==> src/vga_timing_pkg.sv <==
`default_nettype none

package vga_timing_pkg;

   // screen coordinate, wide enough for the 800 x 525 frame
   typedef logic [9:0] coord_t;

   // ----------------------------------------------------------------------
   // horizontal timing, in pixel clocks
   // ----------------------------------------------------------------------
   localparam coord_t H_DISPLAY    = 10'd640;
   // sync window, both ends inclusive
   localparam coord_t H_SYNC_START = 10'd656;
   localparam coord_t H_SYNC_END   = 10'd751;
   localparam coord_t H_TOTAL      = 10'd800;

   // ----------------------------------------------------------------------
   // vertical timing, in lines
   // ----------------------------------------------------------------------
   localparam coord_t V_DISPLAY    = 10'd480;
   localparam coord_t V_SYNC_START = 10'd490;
   localparam coord_t V_SYNC_END   = 10'd491;
   localparam coord_t V_TOTAL      = 10'd525;

   // refresh strobe fires at column 0 of this line
   // below the visible area, so objects move off screen
   localparam coord_t REFR_LINE    = 10'd481;

endpackage

`default_nettype wire
==> src/gfx_pkg.sv <==
`default_nettype none

package gfx_pkg;

   // 3-bit colour, red in bit 2, green in bit 1, blue in bit 0
   typedef logic [2:0] rgb_t;

   localparam rgb_t COLOR_LOGO  = 3'b101;
   localparam rgb_t COLOR_BALL  = 3'b110;
   localparam rgb_t COLOR_BACK  = 3'b001;
   localparam rgb_t COLOR_BLANK = 3'b000;

   // ----------------------------------------------------------------------
   // object placement and size
   // ----------------------------------------------------------------------
   // logo, top-left corner and bitmap size
   localparam vga_timing_pkg::coord_t LOGO_X = 10'd300;
   localparam vga_timing_pkg::coord_t LOGO_Y = 10'd10;
   localparam vga_timing_pkg::coord_t LOGO_W = 10'd32;
   localparam vga_timing_pkg::coord_t LOGO_H = 10'd16;

   // ball is square
   localparam vga_timing_pkg::coord_t BALL_SIZE  = 10'd8;
   // start corner after reset
   localparam vga_timing_pkg::coord_t BALL_X0    = 10'd320;
   localparam vga_timing_pkg::coord_t BALL_Y0    = 10'd4;
   // highest top-left corner that keeps the ball on screen
   localparam vga_timing_pkg::coord_t BALL_X_MAX = 10'd632;
   localparam vga_timing_pkg::coord_t BALL_Y_MAX = 10'd472;

   // layer picked by the mixer
   typedef enum logic [1:0] {LAYER_BLANK, LAYER_LOGO, LAYER_BALL, LAYER_BACK} layer_e;

   // per-axis ball direction
   typedef enum logic {DIR_INC, DIR_DEC} dir_e;

endpackage

`default_nettype wire

==> src/scan_if.sv <==
`default_nettype none

// scan position and strobes, one producer and several readers
interface scan_if;

   logic                   video_on;
   vga_timing_pkg::coord_t pix_x;
   vga_timing_pkg::coord_t pix_y;
   // one clock per frame, below the visible area
   logic                   refr_tick;

   modport source (output video_on, output pix_x, output pix_y, output refr_tick);

   modport sink (input video_on, input pix_x, input pix_y, input refr_tick);

endinterface

`default_nettype wire

==> src/ball_gen.sv <==
`default_nettype none

module ball_gen (
   input  logic clk,
   input  logic reset,
   scan_if.sink scan,
   output logic ball_on
);

   vga_timing_pkg::coord_t ball_x;
   vga_timing_pkg::coord_t ball_y;
   gfx_pkg::dir_e          dir_x;
   gfx_pkg::dir_e          dir_y;
   vga_timing_pkg::coord_t dx;
   vga_timing_pkg::coord_t dy;
   logic [7:0]             rom_row;
   logic                   in_rect;

   // ----------------------------------------------------------------------
   // one axis step with bounce at 0 and max
   // ----------------------------------------------------------------------
   function automatic vga_timing_pkg::coord_t step_pos(
      input vga_timing_pkg::coord_t pos,
      input gfx_pkg::dir_e          dir,
      input vga_timing_pkg::coord_t max);
      if (dir == gfx_pkg::DIR_DEC)
         step_pos = (pos == '0) ? 10'd1 : pos - 10'd1;
      else
         step_pos = (pos == max) ? max - 10'd1 : pos + 10'd1;
   endfunction

   function automatic gfx_pkg::dir_e step_dir(
      input vga_timing_pkg::coord_t pos,
      input gfx_pkg::dir_e          dir,
      input vga_timing_pkg::coord_t max);
      step_dir = dir;
      // flip only when sitting on the edge it heads for
      if (dir == gfx_pkg::DIR_DEC && pos == '0)
         step_dir = gfx_pkg::DIR_INC;
      else if (dir == gfx_pkg::DIR_INC && pos == max)
         step_dir = gfx_pkg::DIR_DEC;
   endfunction

   // position and direction, updated once per frame
   always_ff @(posedge clk or posedge reset)
   begin
      if (reset)
      begin
         ball_x <= gfx_pkg::BALL_X0;
         ball_y <= gfx_pkg::BALL_Y0;
         dir_x  <= gfx_pkg::DIR_INC;
         dir_y  <= gfx_pkg::DIR_DEC;
      end
      else if (scan.refr_tick)
      begin
         ball_x <= step_pos(ball_x, dir_x, gfx_pkg::BALL_X_MAX);
         ball_y <= step_pos(ball_y, dir_y, gfx_pkg::BALL_Y_MAX);
         dir_x  <= step_dir(ball_x, dir_x, gfx_pkg::BALL_X_MAX);
         dir_y  <= step_dir(ball_y, dir_y, gfx_pkg::BALL_Y_MAX);
      end
   end

   // ----------------------------------------------------------------------
   // round ball image
   // ----------------------------------------------------------------------
   assign in_rect = (scan.pix_x >= ball_x) && (scan.pix_x < ball_x + gfx_pkg::BALL_SIZE) &&
                    (scan.pix_y >= ball_y) && (scan.pix_y < ball_y + gfx_pkg::BALL_SIZE);

   assign dx = scan.pix_x - ball_x;
   assign dy = scan.pix_y - ball_y;

   always_comb
   begin
      case (dy[2:0])
         3'd0, 3'd7: rom_row = 8'h3C;
         3'd1, 3'd6: rom_row = 8'h7E;
         default:    rom_row = 8'hFF;
      endcase
   end

   // bit 7 is the leftmost column
   assign ball_on = in_rect & rom_row[3'd7 - dx[2:0]];

endmodule

`default_nettype wire

==> src/logo_gen.sv <==
`default_nettype none

module logo_gen (
   scan_if.sink scan,
   output logic logo_on
);

   vga_timing_pkg::coord_t dx;
   vga_timing_pkg::coord_t dy;
   logic [3:0]             rom_addr;
   logic [4:0]             rom_col;
   logic [31:0]            rom_data;
   logic                   rom_bit;
   logic                   in_rect;

   // ----------------------------------------------------------------------
   // fixed rectangle hit
   // ----------------------------------------------------------------------
   assign in_rect = (scan.pix_x >= gfx_pkg::LOGO_X) &&
                    (scan.pix_x < gfx_pkg::LOGO_X + gfx_pkg::LOGO_W) &&
                    (scan.pix_y >= gfx_pkg::LOGO_Y) &&
                    (scan.pix_y < gfx_pkg::LOGO_Y + gfx_pkg::LOGO_H);

   // offsets inside the logo, only meaningful when in_rect
   assign dx = scan.pix_x - gfx_pkg::LOGO_X;
   assign dy = scan.pix_y - gfx_pkg::LOGO_Y;

   // 16 rows x 32 columns
   assign rom_addr = dy[3:0];
   assign rom_col  = dx[4:0];

   // ----------------------------------------------------------------------
   // zero digit bitmap
   // ----------------------------------------------------------------------
   // bit n of a row is column offset n
   // shape is left-right symmetric
   always_comb
   begin
      case (rom_addr)
         4'h0:    rom_data = 32'h0003_C000;
         4'h1:    rom_data = 32'h000F_F000;
         4'h2:    rom_data = 32'h001E_7800;
         4'h3:    rom_data = 32'h0038_1C00;
         4'h4:    rom_data = 32'h0030_0C00;
         4'h5:    rom_data = 32'h0070_0E00;
         // straight sides of the digit
         4'h6,
         4'h7,
         4'h8,
         4'h9:    rom_data = 32'h0060_0600;
         4'hA:    rom_data = 32'h0070_0E00;
         4'hB:    rom_data = 32'h0030_0C00;
         4'hC:    rom_data = 32'h0038_1C00;
         4'hD:    rom_data = 32'h001E_7800;
         4'hE:    rom_data = 32'h000F_F000;
         default: rom_data = 32'h0003_C000;
      endcase
   end

   assign rom_bit = rom_data[rom_col];

   // lit only inside the rectangle and on a set bit
   assign logo_on = in_rect & rom_bit;

endmodule

`default_nettype wire

==> src/pixel_mixer.sv <==
`default_nettype none

module pixel_mixer (
   input  logic         clk,
   input  logic         reset,
   scan_if.sink         scan,
   input  logic         logo_on,
   input  logic         ball_on,
   input  logic         hsync_raw,
   input  logic         vsync_raw,
   output gfx_pkg::rgb_t rgb,
   output logic         hsync,
   output logic         vsync
);

   gfx_pkg::layer_e layer;
   gfx_pkg::rgb_t   rgb_next;

   // priority, logo over ball over background
   always_comb
   begin
      if (!scan.video_on)
         layer = gfx_pkg::LAYER_BLANK;
      else if (logo_on)
         layer = gfx_pkg::LAYER_LOGO;
      else if (ball_on)
         layer = gfx_pkg::LAYER_BALL;
      else
         layer = gfx_pkg::LAYER_BACK;
   end

   always_comb
   begin
      case (layer)
         gfx_pkg::LAYER_LOGO: rgb_next = gfx_pkg::COLOR_LOGO;
         gfx_pkg::LAYER_BALL: rgb_next = gfx_pkg::COLOR_BALL;
         gfx_pkg::LAYER_BACK: rgb_next = gfx_pkg::COLOR_BACK;
         default:             rgb_next = gfx_pkg::COLOR_BLANK;
      endcase
   end

   // colour and syncs leave together, one clock after the scan position
   always_ff @(posedge clk or posedge reset)
   begin
      if (reset)
      begin
         rgb   <= gfx_pkg::COLOR_BLANK;
         hsync <= 1'b1;
         vsync <= 1'b1;
      end
      else
      begin
         rgb   <= rgb_next;
         hsync <= hsync_raw;
         vsync <= vsync_raw;
      end
   end

endmodule

`default_nettype wire

==> src/sprite_display_top.sv <==
`default_nettype none

module sprite_display_top (
   input  logic          clk,
   input  logic          reset,
   output logic          hsync,
   output logic          vsync,
   output gfx_pkg::rgb_t rgb
);

   // shared scan position
   scan_if scan_bus ();

   logic hsync_raw;
   logic vsync_raw;
   logic logo_on;
   logic ball_on;

   // ----------------------------------------------------------------------
   // scan and objects
   // ----------------------------------------------------------------------
   vga_scan_gen u_scan (
      .clk       (clk),
      .reset     (reset),
      .scan      (scan_bus.source),
      .hsync_raw (hsync_raw),
      .vsync_raw (vsync_raw)
   );

   logo_gen u_logo (
      .scan    (scan_bus.sink),
      .logo_on (logo_on)
   );

   ball_gen u_ball (
      .clk     (clk),
      .reset   (reset),
      .scan    (scan_bus.sink),
      .ball_on (ball_on)
   );

   // output stage
   pixel_mixer u_mixer (
      .clk       (clk),
      .reset     (reset),
      .scan      (scan_bus.sink),
      .logo_on   (logo_on),
      .ball_on   (ball_on),
      .hsync_raw (hsync_raw),
      .vsync_raw (vsync_raw),
      .rgb       (rgb),
      .hsync     (hsync),
      .vsync     (vsync)
   );

endmodule

`default_nettype wire

==> src/vga_scan_gen.sv <==
`default_nettype none

module vga_scan_gen (
   input  logic   clk,
   input  logic   reset,
   scan_if.source scan,
   output logic   hsync_raw,
   output logic   vsync_raw
);

   vga_timing_pkg::coord_t h_cnt;
   vga_timing_pkg::coord_t v_cnt;
   vga_timing_pkg::coord_t h_next;
   vga_timing_pkg::coord_t v_next;
   logic                   h_last;
   logic                   v_last;

   // ----------------------------------------------------------------------
   // next counter values
   // ----------------------------------------------------------------------
   assign h_last = (h_cnt == vga_timing_pkg::H_TOTAL - 10'd1);
   assign v_last = (v_cnt == vga_timing_pkg::V_TOTAL - 10'd1);

   // column wraps every line
   assign h_next = h_last ? '0 : h_cnt + 10'd1;

   // line advances only at the end of a line
   always_comb
   begin
      v_next = v_cnt;
      if (h_last)
      begin
         v_next = v_last ? '0 : v_cnt + 10'd1;
      end
   end

   // ----------------------------------------------------------------------
   // registers
   // ----------------------------------------------------------------------
   // decodes are taken from the next count so they line up with pix_x/pix_y
   always_ff @(posedge clk or posedge reset)
   begin
      if (reset)
      begin
         h_cnt          <= '0;
         v_cnt          <= '0;
         // position (0,0) is visible
         scan.video_on  <= 1'b1;
         scan.refr_tick <= 1'b0;
         hsync_raw      <= 1'b1;
         vsync_raw      <= 1'b1;
      end
      else
      begin
         h_cnt          <= h_next;
         v_cnt          <= v_next;
         scan.video_on  <= (h_next < vga_timing_pkg::H_DISPLAY) &&
                           (v_next < vga_timing_pkg::V_DISPLAY);
         scan.refr_tick <= (h_next == '0) && (v_next == vga_timing_pkg::REFR_LINE);
         // active-low sync pulses
         hsync_raw      <= !((h_next >= vga_timing_pkg::H_SYNC_START) &&
                             (h_next <= vga_timing_pkg::H_SYNC_END));
         vsync_raw      <= !((v_next >= vga_timing_pkg::V_SYNC_START) &&
                             (v_next <= vga_timing_pkg::V_SYNC_END));
      end
   end

   // scan position is the counter itself
   assign scan.pix_x = h_cnt;
   assign scan.pix_y = v_cnt;

endmodule

`default_nettype wire

==> config.mk <==
export PLATFORM = sky130hd
export DESIGN_NAME = sprite_display_top
export DESIGN_NICKNAME = d
export VERILOG_FILES = /design/src/vga_timing_pkg.sv /design/src/gfx_pkg.sv /design/src/scan_if.sv /design/src/ball_gen.sv /design/src/logo_gen.sv /design/src/pixel_mixer.sv /design/src/sprite_display_top.sv /design/src/vga_scan_gen.sv
export SDC_FILE = /design/constraint.sdc
export NUM_CORES = 1
export LEC_CHECK = 0
export BUFFER_PORTS_ARGS = -buffer_cell sky130_fd_sc_hd__buf_4
export CAP_MARGIN = 20
export CORE_MARGIN = 3
export CORE_UTILIZATION = 55
export CTS_BUF_LIST = sky130_fd_sc_hd__clkbuf_2
export DETAILED_ROUTE_END_ITERATION = 7
export HOLD_SLACK_MARGIN = 0.15
export PLACE_DENSITY = 0.68
export SLEW_MARGIN = 20
export SYNTH_ARGS = -nofsm -noshare
export SYNTH_HDL_FRONTEND = slang
export SYNTH_SLANG_ARGS = --single-unit
==> constraint.sdc <==
create_clock -name clk -period 4.55 [get_ports clk]
set_input_delay 0.455 -clock clk [delete_from_list [all_inputs] [get_ports clk]]
set_output_delay 0.455 -clock clk [all_outputs]
set_load 0.005 [all_outputs]
==> reports/metrics.yaml <==
pwr:
  max-vdd-ir-drop_mv: 0.09529
  power.density_mw_per_mm2: 151.3
  p_leak_uw: 0.002133
die:
  core_sq_mm: 0.008464
  io_pins: 7
  die_area_sq_mm: 0.01015
  die_w_um: 100.7
  start_util_pct: 58.33
  dieHeight_um: 100.7
  rows: 33
placed_design:
  place.detailed.hpwl_mm: 8.942
  port_buffers: 6
  place.gp.congestion: 0.9447
  dpl_cell_area_sq_mm: 0.004977
  dp_slack_ps: 1372
global_route:
  grt_max_degree: 52
  grt_use_total_pct: 25.12
  antenna_found_initial: 0
  grt_pass1_vias: 4068
  grt_pass1_wl_mm: 20.69
  grt_overflow: 0
drt:
  via_count: 4331
  drt_wl_total_mm: 12.13
  first_pass_iters: 5
  drt_iter0_drc: 181
  drcViolationCount: 0
  routedWlPerCell_um: 17.68
  viasPerCell: 6.313
  ant_nets: 0
worst_setup_path:
  crit_fanout: 10
  max_stage_delay_ps: 560
  r2r_slack_ps: 1330
  rr_worst_depth: 12
  cp_common_cell: "ha_1"
  cp.required_ps: 4950
  start_kind: "register"
  crit-reg2reg-launch: "u_ball.ball_x[3]$_DFFE_PP0P_"
  path_class: "reg -> reg"
  cp_data_arrival_time_ps: 3610
  path_cells: "ha_1 -> nand3_1 -> xnor2_1 -> ha_1 -> a211o_1 -> a21oi_1 -> a31oi_1 -> a2111oi_0 -> o2111ai_1 -> o31ai_1 -> ha_1 -> inv_1"
  cpMaxStageDelayCell: "dfrtp_1"
  worstSetupStartpoint: "u_ball.ball_x[3]$_DFFE_PP0P_"
  r2r_end: "u_mixer.rgb[2]$_DFF_PP0_"
  end_kind: "register"
yosys:
  synth_cell_type_count: 74
  syn_avg_cell_area_sq_um: 8.256
  ys_warn_count: 0
  synth-edff-count: 0
  synth_area_sq_mm: 0.004937
  ys_async_sr_fraction_pct: 100.0
  ys_ff_latch: 51
  ys_seq_area_share_pct: 26.08
  synth.area.top_cells: "dfrtp_1, ha_1, o21ai_0"
  synth_top_area_cell: "dfrtp_1"
  synth_top_area_share_pct: 21.29
  ys.flop_type: "dfrtp_1"
  syn-num-nets: 661
  syn_inst: 598
clock_network:
  numCtsBuffers: 5
  clk_path_buf_depth: 2
  cts.htree.levels: 2
  ctsResizeCount: 0
  cts_setup_buffers: 0
  cts_tree: "done"
  insertion_delay_ps: 430
  cts.sinks: 51
  root_buffer: "clkbuf_2"
  clkTransAtPathRegs_ps: 270
  hold_buffers: 0
sta:
  layout_setup_ws_ps: 1334
  maxSlewHeadroom_pct: 51.79
  skew_ps: 11.04
  period_minus_slack_ps: 3216
  fmax_ghz: 0.3109
  finalHoldViolations: 0
  finalSetupViolCount: 0
  finalCritPeriodShare_pct: 70.69
  drv_slew: 0
  tns_ps: 0
  rsz0062_at_grt: "false"
  tightest_slew_ps: 720.8
finish:
  nFillCells: 765
  syn2layout_area_growth_pct: 2.636
  drive_gt1_share_pct: 7.917
  fin_nets: 643
  stdcell_area_sq_mm: 0.005067
  diodes: 0
outcome:
  status: "finished, final reports clean"
worst_hold_path:
  min_path_type: "in -> async"
run:
  cap_violations: 0
## power breakdown
part	internal [uW]	switching [uW]	total, uW
sequential	455	0	455
clock	150	151	301
combinational	1.19	9.40	10.6
total	606	160	767
## cell type report
| class | instances | area (sq um) | share of cell area, % |
|---|---|---|---|
| multi-input cells | 469 | 3329 | 65.70 |
| clock inverters | 2 | 60.06 | 1.185 |
| well taps | 105 | 131.4 | 2.593 |
| repair buffers | 8 | 60.06 | 1.185 |
| clock buffers | 6 | 30.03 | 0.5926 |
| flip-flops and latches | 51 | 1287 | 25.41 |
| inverters | 45 | 168.9 | 3.333 |
## flip-flops by register name (all words and copies together) (netlist names), 3 cells and up
signal             cells
u_ball.ball_x         10
u_ball.ball_y         10
u_scan.scan.pix_x     10
u_scan.scan.pix_y     10
u_mixer.rgb            3
## worst max-delay path, delay by kind of cell, from the launching register on
family	cells	cell delay, ps
compound gates	6	1440
xor+xnor	1	160
fa+ha+maj	3	850
buf+inv	1	50
flops	1	560
simple gates	1	130
## per-stage QoR
stage | cells | hold slack [ps] | total power (uW) | util [%]
floorplan | 598 | 345.2 | 468.5 | -
global placement | 678 | 373.4 | 473.0 | 58.80
detailed placement | 678 | 362.8 | 473.2 | 58.80
CTS | 686 | 163.6 | 779.1 | 59.87
global route | 686 | 159.4 | 803.3 | 59.87
finish | 686 | 174.2 | 766.5 | 59.87
## per-layer routing
metal	global-route usage, %	vias to the layer above	part of all wire, %
li1	-	2127	-
met1	36.44	2064	48
met2	40.91	132	46
met3	2.422	8	4.5
met4	4.767	0	0.84
met5	0	-	0
## worst max-delay path by stage
stage                                to  slack (ps)  cells past startpoint
6_report       u_mixer.rgb[2]$_DFF_PP0_        1330                     12
5_1_grt        u_mixer.rgb[2]$_DFF_PP0_        1060                     12
4_1_cts        u_mixer.rgb[2]$_DFF_PP0_        1320                     12
3_5_place_dp   u_mixer.rgb[2]$_DFF_PP0_        1370                     12
3_3_place_gp   u_mixer.rgb[2]$_DFF_PP0_        1510                     12
2_1_floorplan  u_mixer.rgb[2]$_DFF_PP0_        1640                     12
## cells in the final DEF, fill, tap and decap left out, types with 3 or more instances in the layout
cell type | synthesis | layout
ha_1 | 59 | 59
o21ai_0 | 58 | 58
nand2_1 | 48 | 48
inv_1 | 45 | 44
dfrtp_1 | 42 | 42
nor2_1 | 34 | 34
a21oi_1 | 29 | 29
nand3_1 | 23 | 23
xnor2_1 | 23 | 23
nor3_1 | 16 | 16
nor2b_1 | 13 | 13
xor2_1 | 13 | 13
nor4_1 | 12 | 12
nand4_1 | 11 | 11
and3_1 | 9 | 9
a31oi_1 | 9 | 9
dfstp_2 | 9 | 9
o22ai_1 | 8 | 8
buf_4 | 2 | 8
o211ai_1 | 7 | 7
nand2b_1 | 7 | 7
a211oi_1 | 6 | 6
clkbuf_2 | 0 | 6
a22o_1 | 5 | 5
a21o_1 | 4 | 4
or2_2 | 3 | 3
and2_1 | 3 | 3
a2111oi_0 | 3 | 3
o32ai_1 | 3 | 3
o31ai_1 | 3 | 3
## synth_stat cells, types with 10 or more instances
| master | count |
|---|---|
| nor2b_1 | 13 |
| nand3_1 | 23 |
| nand2_1 | 48 |
| clkbuf_1 | 20 |
| xor2_1 | 13 |
| o21ai_0 | 58 |
| nor3_1 | 16 |
| xnor2_1 | 23 |
| nor2_1 | 34 |
| dfrtp_1 | 42 |
| a21oi_1 | 29 |
| nor4_1 | 12 |
| ha_1 | 59 |
| nand4_1 | 11 |
| buf_2 | 10 |
| inv_1 | 45 |
## cells by family (layout without fill, tap and decap cells)
family	Yosys count	in the layout	synth area share, %
simple gates	201	201	22.07
compound gates	166	166	21.92
buf+inv	78	61	6.487
fa+ha+maj	61	61	15.76
flops	51	51	26.08
xor+xnor	38	38	7.045
mux	3	3	0.6336
(Power assumes the default switching activity.)
